[src/common/cpu_cfg.svh]
`ifndef CPU_CFG_SVH
`define CPU_CFG_SVH

////////////////////
// core widths

// data word width
`define CPU_XLEN 32

// architectural register count
`define CPU_NUM_REGS 32

// register select, log2 of the count
`define CPU_REG_SEL_W 5

////////////////////
// instruction fields

// immediate field in the immediate form
// sign extended to CPU_XLEN in decode
`define CPU_IMM_W 16

`endif

[src/common/cpu_pkg.sv]
package cpu_pkg;

`include "cpu_cfg.svh"

    ////////////////////
    // basic types

    // one data word
    typedef logic [`CPU_XLEN-1:0] word_t;

    // register index
    typedef logic [`CPU_REG_SEL_W-1:0] reg_sel_t;

    // alu op codes, same 5 bit field as the instruction op
    // codes above op_lui are undefined and run as op_nop
    typedef enum logic [4:0] {
        op_nop = 5'd0,
        op_add = 5'd1,
        op_sub = 5'd2,
        op_and = 5'd3,
        op_or  = 5'd4,
        op_xor = 5'd5,
        op_sll = 5'd6,
        op_srl = 5'd7,
        op_slt = 5'd8,
        op_lui = 5'd9
    } alu_op_e;

    ////////////////////
    // instruction word

    // register form, imm flag clear
    typedef struct packed {
        logic [4:0] op;
        logic       use_imm;
        reg_sel_t   rd;
        reg_sel_t   rs1;
        reg_sel_t   rs2;
        logic [`CPU_XLEN-6-3*`CPU_REG_SEL_W-1:0] unused;
    } instr_reg_t;

    // immediate form, imm flag set
    // low half is a signed immediate
    typedef struct packed {
        logic [4:0]            op;
        logic                  use_imm;
        reg_sel_t              rd;
        reg_sel_t              rs1;
        logic [`CPU_IMM_W-1:0] imm;
    } instr_imm_t;

    // both views of one word
    typedef union packed {
        instr_reg_t r;
        instr_imm_t i;
    } instr_u;

endpackage

[src/hdl/reg_file.sv]
`timescale 1ns/1ps

`include "cpu_cfg.svh"

module reg_file (
    input  logic              clk,
    input  logic              rst_n,
    input  cpu_pkg::reg_sel_t rd1_sel,
    input  cpu_pkg::reg_sel_t rd2_sel,
    output cpu_pkg::word_t    rd1_data,
    output cpu_pkg::word_t    rd2_data,
    input  logic              rf_wrt_en,
    input  cpu_pkg::reg_sel_t rf_wrt_sel,
    input  cpu_pkg::word_t    rf_wrt_data
);
    import cpu_pkg::*;

    // register array
    word_t regs [`CPU_NUM_REGS];

    ////////////////////
    // write port
    always_ff @(posedge clk) begin
        if (!rst_n) begin
            for (int i = 0; i < `CPU_NUM_REGS; i++)
                regs[i] <= '0;
        end else if (rf_wrt_en) begin
            regs[rf_wrt_sel] <= rf_wrt_data;
        end
    end

    ////////////////////
    // read ports
    // no write bypass, execute forwards the same-cycle value
    assign rd1_data = (rd1_sel == '0) ? '0 : regs[rd1_sel];
    assign rd2_data = (rd2_sel == '0) ? '0 : regs[rd2_sel];

    // register 0 is never a write target
    a_no_wrt_r0: assert property (@(posedge clk) disable iff (!rst_n)
        rf_wrt_en |-> (rf_wrt_sel != '0));

endmodule

[src/hdl/instr_decode.sv]
`timescale 1ns/1ps

`include "cpu_cfg.svh"

module instr_decode (
    input  logic              clk,
    input  logic              rst_n,
    input  logic              instr_valid,
    input  cpu_pkg::instr_u   instr,
    output logic              de_valid,
    output cpu_pkg::alu_op_e  de_op,
    output cpu_pkg::reg_sel_t de_rs1,
    output cpu_pkg::reg_sel_t de_rs2,
    output cpu_pkg::reg_sel_t de_rd,
    output logic              de_use_imm,
    output cpu_pkg::word_t    de_imm,
    output logic              de_wrt_en
);
    import cpu_pkg::*;

    ////////////////////
    // field split
    logic       is_imm;
    logic [4:0] raw_op;
    alu_op_e    dec_op;
    reg_sel_t   dec_rd;
    reg_sel_t   dec_rs1;
    reg_sel_t   dec_rs2;
    word_t      dec_imm;
    logic       dec_wrt_en;

    // flag bit sits at the same place in both views
    assign is_imm = instr.i.use_imm;

    always_comb begin
        // op, rd and rs1 share their bits in both views
        raw_op  = instr.r.op;
        dec_rd  = instr.r.rd;
        dec_rs1 = instr.r.rs1;
        if (is_imm) begin
            // no second source register here
            dec_rs2 = '0;
            // sign extend the low half
            dec_imm = {{(`CPU_XLEN-`CPU_IMM_W){instr.i.imm[`CPU_IMM_W-1]}}, instr.i.imm};
        end else begin
            dec_rs2 = instr.r.rs2;
            dec_imm = '0;
        end
        // undefined codes fold to nop
        if (raw_op > op_lui)
            dec_op = op_nop;
        else
            dec_op = alu_op_e'(raw_op);
    end

    // only real writes to a nonzero register go down the pipe
    assign dec_wrt_en = instr_valid && (dec_op != op_nop) && (dec_rd != '0);

    ////////////////////
    // decode register
    always_ff @(posedge clk) begin
        if (!rst_n) begin
            de_valid  <= 1'b0;
            de_wrt_en <= 1'b0;
            de_op     <= op_nop;
        end else begin
            de_valid  <= instr_valid;
            de_wrt_en <= dec_wrt_en;
            // bubbles carry a nop
            de_op     <= instr_valid ? dec_op : op_nop;
        end
    end

    // payload, no reset
    always_ff @(posedge clk) begin
        de_rs1     <= dec_rs1;
        de_rs2     <= dec_rs2;
        de_rd      <= dec_rd;
        de_use_imm <= is_imm;
        de_imm     <= dec_imm;
    end

    // op handed to execute is always one the alu knows
    a_de_op_defined: assert property (@(posedge clk) disable iff (!rst_n)
        de_op inside {op_nop, op_add, op_sub, op_and, op_or, op_xor,
                      op_sll, op_srl, op_slt, op_lui});

endmodule

[src/execute/alu_execute.sv]
`timescale 1ns/1ps

module alu_execute (
    input  logic              clk,
    input  logic              rst_n,
    input  logic              de_valid,
    input  cpu_pkg::alu_op_e  de_op,
    input  cpu_pkg::reg_sel_t de_rs1,
    input  cpu_pkg::reg_sel_t de_rs2,
    input  cpu_pkg::reg_sel_t de_rd,
    input  logic              de_use_imm,
    input  logic              de_wrt_en,
    input  cpu_pkg::word_t    de_imm,
    output cpu_pkg::reg_sel_t rd1_sel,
    output cpu_pkg::reg_sel_t rd2_sel,
    input  cpu_pkg::word_t    rd1_data,
    input  cpu_pkg::word_t    rd2_data,
    input  logic              rf_wrt_en,
    input  cpu_pkg::reg_sel_t rf_wrt_sel,
    input  cpu_pkg::word_t    rf_wrt_data,
    output logic              ex_wrt_en,
    output cpu_pkg::reg_sel_t ex_rd,
    output cpu_pkg::word_t    ex_result
);
    import cpu_pkg::*;

    word_t src_a;
    word_t src_b_reg;
    word_t src_b;
    word_t alu_out;

    // register file read selects straight from decode
    assign rd1_sel = de_rs1;
    assign rd2_sel = de_rs2;

    ////////////////////
    // forwarding

    // youngest producer wins, then result stage, then the file
    // rd 0 never carries a write enable so no zero check here
    function automatic word_t fwd_pick(input reg_sel_t sel, input word_t rf_data);
        word_t val;
        if (ex_wrt_en && (ex_rd == sel))
            val = ex_result;
        else if (rf_wrt_en && (rf_wrt_sel == sel))
            val = rf_wrt_data;
        else
            val = rf_data;
        return val;
    endfunction

    always_comb begin
        src_a     = fwd_pick(de_rs1, rd1_data);
        src_b_reg = fwd_pick(de_rs2, rd2_data);
    end

    // immediate form replaces operand b
    assign src_b = de_use_imm ? de_imm : src_b_reg;

    ////////////////////
    // alu
    always_comb begin
        case (de_op)
            op_add: alu_out = src_a + src_b;
            op_sub: alu_out = src_a - src_b;
            op_and: alu_out = src_a & src_b;
            op_or:  alu_out = src_a | src_b;
            op_xor: alu_out = src_a ^ src_b;
            // shift amount is the low 5 bits of b
            op_sll: alu_out = src_a << src_b[4:0];
            op_srl: alu_out = src_a >> src_b[4:0];
            // signed compare, 1 or 0
            op_slt: alu_out = ($signed(src_a) < $signed(src_b)) ? word_t'(1) : '0;
            // pass b through
            op_lui: alu_out = src_b;
            default: alu_out = '0;
        endcase
    end

    ////////////////////
    // execute/result register
    always_ff @(posedge clk) begin
        if (!rst_n)
            ex_wrt_en <= 1'b0;
        else
            ex_wrt_en <= de_valid && de_wrt_en;
    end

    // payload
    always_ff @(posedge clk) begin
        ex_rd     <= de_rd;
        ex_result <= alu_out;
    end

    // decode keeps rd 0 writes out of the pipe
    a_no_ex_wrt_r0: assert property (@(posedge clk) disable iff (!rst_n)
        ex_wrt_en |-> (ex_rd != '0));

endmodule

[src/hdl/result_writeback.sv]
`timescale 1ns/1ps

module result_writeback (
    input  logic              clk,
    input  logic              rst_n,
    input  logic              ex_wrt_en,
    input  cpu_pkg::reg_sel_t ex_rd,
    input  cpu_pkg::word_t    ex_result,
    output logic              rf_wrt_en,
    output cpu_pkg::reg_sel_t rf_wrt_sel,
    output cpu_pkg::word_t    rf_wrt_data
);
    import cpu_pkg::*;

    ////////////////////
    // last pipe register

    // write enable, cleared on reset
    always_ff @(posedge clk) begin
        if (!rst_n)
            rf_wrt_en <= 1'b0;
        else
            rf_wrt_en <= ex_wrt_en;
    end

    // select and data only matter with the enable
    always_ff @(posedge clk) begin
        rf_wrt_sel  <= reg_sel_t'(ex_rd);
        rf_wrt_data <= word_t'(ex_result);
    end

    // outputs feed three places
    // register file write port
    // second forward source in execute
    // retire report at the top

endmodule

[src/hdl/cpu.sv]
`timescale 1ns/1ps

module cpu (
    input  logic              clk,
    input  logic              rst_n,
    input  logic              instr_valid,
    input  cpu_pkg::instr_u   instr,
    output logic              wb_valid,
    output cpu_pkg::reg_sel_t wb_sel,
    output cpu_pkg::word_t    wb_data
);
    import cpu_pkg::*;

    ////////////////////
    // decode to execute
    logic     de_valid;
    alu_op_e  de_op;
    reg_sel_t de_rs1;
    reg_sel_t de_rs2;
    reg_sel_t de_rd;
    logic     de_use_imm;
    word_t    de_imm;
    logic     de_wrt_en;

    // register file read ports
    reg_sel_t rd1_sel;
    reg_sel_t rd2_sel;
    word_t    rd1_data;
    word_t    rd2_data;

    ////////////////////
    // execute to result
    logic     ex_wrt_en;
    reg_sel_t ex_rd;
    word_t    ex_result;

    // result stage, also the late forward source
    logic     rf_wrt_en;
    reg_sel_t rf_wrt_sel;
    word_t    rf_wrt_data;

    instr_decode i_decode (
        .clk(clk),
        .rst_n(rst_n),
        .instr_valid(instr_valid),
        .instr(instr),
        .de_valid(de_valid),
        .de_op(de_op),
        .de_rs1(de_rs1),
        .de_rs2(de_rs2),
        .de_rd(de_rd),
        .de_use_imm(de_use_imm),
        .de_imm(de_imm),
        .de_wrt_en(de_wrt_en)
    );

    alu_execute i_execute (
        .clk(clk), .rst_n(rst_n), .de_valid(de_valid), .de_op(de_op),
        .de_rs1(de_rs1), .de_rs2(de_rs2), .de_rd(de_rd),
        .de_use_imm(de_use_imm), .de_wrt_en(de_wrt_en), .de_imm(de_imm),
        .rd1_sel(rd1_sel), .rd2_sel(rd2_sel),
        .rd1_data(rd1_data), .rd2_data(rd2_data),
        .rf_wrt_en(rf_wrt_en), .rf_wrt_sel(rf_wrt_sel), .rf_wrt_data(rf_wrt_data),
        .ex_wrt_en(ex_wrt_en), .ex_rd(ex_rd), .ex_result(ex_result)
    );

    result_writeback i_result (
        .clk(clk), .rst_n(rst_n),
        .ex_wrt_en(ex_wrt_en), .ex_rd(ex_rd), .ex_result(ex_result),
        .rf_wrt_en(rf_wrt_en), .rf_wrt_sel(rf_wrt_sel), .rf_wrt_data(rf_wrt_data)
    );

    reg_file i_reg_file (
        .clk(clk), .rst_n(rst_n),
        .rd1_sel(rd1_sel), .rd2_sel(rd2_sel),
        .rd1_data(rd1_data), .rd2_data(rd2_data),
        .rf_wrt_en(rf_wrt_en), .rf_wrt_sel(rf_wrt_sel), .rf_wrt_data(rf_wrt_data)
    );

    // retire report is the register file write port
    assign wb_valid = rf_wrt_en;
    assign wb_sel   = rf_wrt_sel;
    assign wb_data  = rf_wrt_data;

endmodule

[config.mk]
export PLATFORM = sky130hd
export DESIGN_NAME = cpu
export DESIGN_NICKNAME = d
export VERILOG_FILES = /design/src/common/cpu_pkg.sv /design/src/hdl/reg_file.sv /design/src/hdl/instr_decode.sv /design/src/execute/alu_execute.sv /design/src/hdl/result_writeback.sv /design/src/hdl/cpu.sv
export VERILOG_INCLUDE_DIRS = /design/src /design/src/common
export SDC_FILE = /design/constraint.sdc
export NUM_CORES = 2
export LEC_CHECK = 0
export ABC_AREA = 1
export BUFFER_PORTS_ARGS = -buffer_cell sky130_fd_sc_hd__buf_2
export CAP_MARGIN = 0
export CORE_UTILIZATION = 30
export DETAILED_ROUTE_END_ITERATION = 10
export RECOVER_POWER = 25
export SLEW_MARGIN = 25
export SYNTH_ARGS = -nofsm -noshare
export SYNTH_HDL_FRONTEND = slang
export SYNTH_HIERARCHICAL = 1
export SYNTH_SLANG_ARGS = --single-unit
[constraint.sdc]
create_clock -name clk -period 9.3 [get_ports clk]
set_input_delay 0.465 -clock clk [delete_from_list [all_inputs] [get_ports clk]]
set_output_delay 0.465 -clock clk [all_outputs]
set_load 0.05 [all_outputs]
==> flow_metrics.tcl <==
set metrics [dict create \
    antenna_found_initial 16 \
    critical_path_arrival_ns 8.01 \
    cp_slowest_cell "clkbuf_1" \
    worst_slew_pin_slew_ns 4.08 \
    synthDistinctLibCells 53 \
    hold_violations 0 \
    grt_max_degree 182 \
    syn-num-nets 9839 \
    path_delay_family "buffers and inverters" \
    rsz0062_at_grt "no" \
    hold-worst-slack_ns 0.312 \
    timing.final.crit_period_ns 7.58 \
    ys_async_sr_fraction 0 \
    grt_pass1_wl_mm 439 \
    ys_warn_count 6 \
    drtAntennaViolNets 0 \
    h-tree-depth 3 \
    critPathRequiredTime_ns 9.73 \
    dr.first_iter.drc_count 11000 \
    synth_area_mm2 0.0711 \
    cts_tree "yes" \
    powerDensity_mw_per_mm2 174 \
    synth_seq_cells 1139 \
    path_class "input port to register" \
    crit_path_end_kind "register" \
    cts_buffers 121 \
    min_path_cells 2 \
    grt_pass1_vias 62900 \
    wl_per_cell_um 24.4 \
    r2r_end "i_execute/ex_result[8]" \
    cp-startpoint "rst_n" \
    ys_seq_area_frac 0.465 \
    min_from "instr[17]" \
    final_common_cell "nand2_1" \
    initial_core_util 0.302 \
    drc 0 \
    setup_tns_ns 0 \
    gp_congestion 1.07 \
    rr_worst_depth 24 \
    drt-total-wl_mm 307 \
    whs_endpoint "i_decode/de_rs1[1]" \
    fillers 25000 \
    status "complete, but fails checks" \
    io_buffers 72 \
    fin_crit_sh 0.815 \
    syn_to_final_growth_pct 8.95 \
    routed_via_density 5.51 \
    hold_class "input port to register" \
    r2r_setup_slack_ns 2.19 \
    root_buffer "clkbuf_16" \
    vias 69400 \
    synth-edff-count 1024 \
    finalInstanceArea_mm2 0.0775 \
    clock_skew_ns 0.0582 \
    drt_pre_antenna_iters 8 \
    cp-start-kind "input port" \
    maxCapViolCount 24 \
    r2r_start "i_decode/de_rs2[0]" \
    die_h_um 489 \
    dieArea_mm2 0.239 \
    dp_hpwl_mm 185 \
    die_w_um 489 \
    yosys.area.top_type "edfxtp_1" \
    setup_viol 0 \
    cts_sinks 1139 \
    slowest_delay_ns 2.81 \
    clkLatencyLatePin_ns 0.81 \
    synth_ff_type "edfxtp_1" \
    track_usage 0.248 \
    fmax_ghz 0.132 \
    cp_num_buf_inv 4 \
    rows 178 \
    synth_top_cell_area_share 0.433 \
    drive_gt1_frac 0.0537 \
    coreArea_mm2 0.235 \
    path_clk_slew_ns 0.06 \
    synthCells 9705 \
    violations "capacitance limit, slew limit" \
    relSlewSlack -1.72 \
    place_area_mm2 0.0733 \
    max-vdd-ir-drop_v 0.000172 \
    layout_common_cells "2582 x nand2_1, 2034 x nor2_1, 1396 x nand3_1, 1024 x edfxtp_1, 545 x o21ai_0" \
    cp_max_fo 36 \
    cp_cell_sequence "buf_2, clkbuf_1, nand2_1, nor3_1, nand2_2, clkbuf_1, nand2_2, buf_4" \
    grt.overflow.total 0 \
    synth_area_leaders "edfxtp_1 43%, nand2_1 14%, nor2_1 11%, nand3_1 9.8%, o21ai_0 3.8%" \
    drv_slew 760 \
    pin_count 73 \
    p_leak_nw 30.2 \
    clockBufferDepth 3 \
    postSynthAreaPerCell_um2 7.33 \
    final_nets 9461 \
]
## through the flow
step                utilization  instances  worst slack [ns]  power, mW
global placement          0.311      12300              2.71       8.54
finish                    0.329      12600              1.72       13.5
CTS                       0.330      12600              2.73       13.4
detailed placement        0.311      12300              2.74       8.53
global route              0.329      12600              1.91       13.9
floorplan                     -       9705              5.29       7.59
## cell usage after synthesis (42+ instances only)
master,count
o211ai_1,42
buf_4,65
nand4_1,73
buf_2,369
nand2_1,2619
nor2_1,2037
o21ai_0,545
clkbuf_1,276
dfxtp_1,115
a21oi_1,261
ha_1,97
o21ai_1,70
inv_1,397
edfxtp_1,1024
nand3_1,1397
## layout make-up
class,instances,area (um2),share of cell area
Clock buffer,159,3370,0.0435
Inverter,432,1680,0.0217
Timing Repair Buffer,284,2140,0.0276
Tap cell,3150,3940,0.0509
Clock inverter,71,592,0.00764
Multi-Input combinational cell,7349,32600,0.421
Sequential cell,1139,33100,0.427
Antenna cell,3,7.51,0.0000969
## logic make-up after synthesis
family          count (synthesis)  synth area share
xor+xnor                        6          0.000739
other cells                     1         0.0000527
flops                        1139             0.465
buf+inv                      1217            0.0780
simple gates                 6238             0.363
fa+ha+maj                      99            0.0176
compound gates               1005            0.0756
## sequential cells by signal, indices dropped and copies added, names as in the netlist, 5 cells and up
name	flops
i_decode/de_op	5
i_reg_file/regs	1024
i_execute/ex_rd	5
i_result/rf_wrt_data	32
i_decode/de_imm	16
i_decode/de_rs2	5
i_execute/ex_result	32
i_result/rf_wrt_sel	5
i_decode/de_rd	5
i_decode/de_rs1	5
## layer usage
layer,track usage,up-vias,wire (um)
met3,0.0664,788,40700
met5,0,-,146
met4,0.152,18,20500
met1,0.327,32700,117000
li1,-,31200,-
met2,0.361,4653,128000
## power by group
group          internal (mW)  total, mW  switching (mW)
combinational          0.647       2.70            2.06
clock                   2.77       4.94            2.18
sequential              5.73       5.87           0.133
total                   9.14       13.5            4.37
## how the worst max path moves through the flow
stage	end	slack, ns	depth (start not counted)
2_1_floorplan	i_execute/ex_result[28]	5.29	30
3_3_place_gp	i_execute/ex_result[8]	2.71	24
3_5_place_dp	i_execute/ex_result[8]	2.74	24
4_1_cts	i_execute/ex_result[8]	2.73	24
5_1_grt	i_reg_file/regs[16][3]	1.91	8
6_report	i_reg_file/regs[16][3]	1.72	8
## timing repair
item / 4_1_cts / 5_1_grt
hold buffers: 37 / 0
resized for setup: 0 / 0
buffers inserted: 0 / 0
hold endpoints to repair: 38 / 0
(Power assumes the default switching activity.)
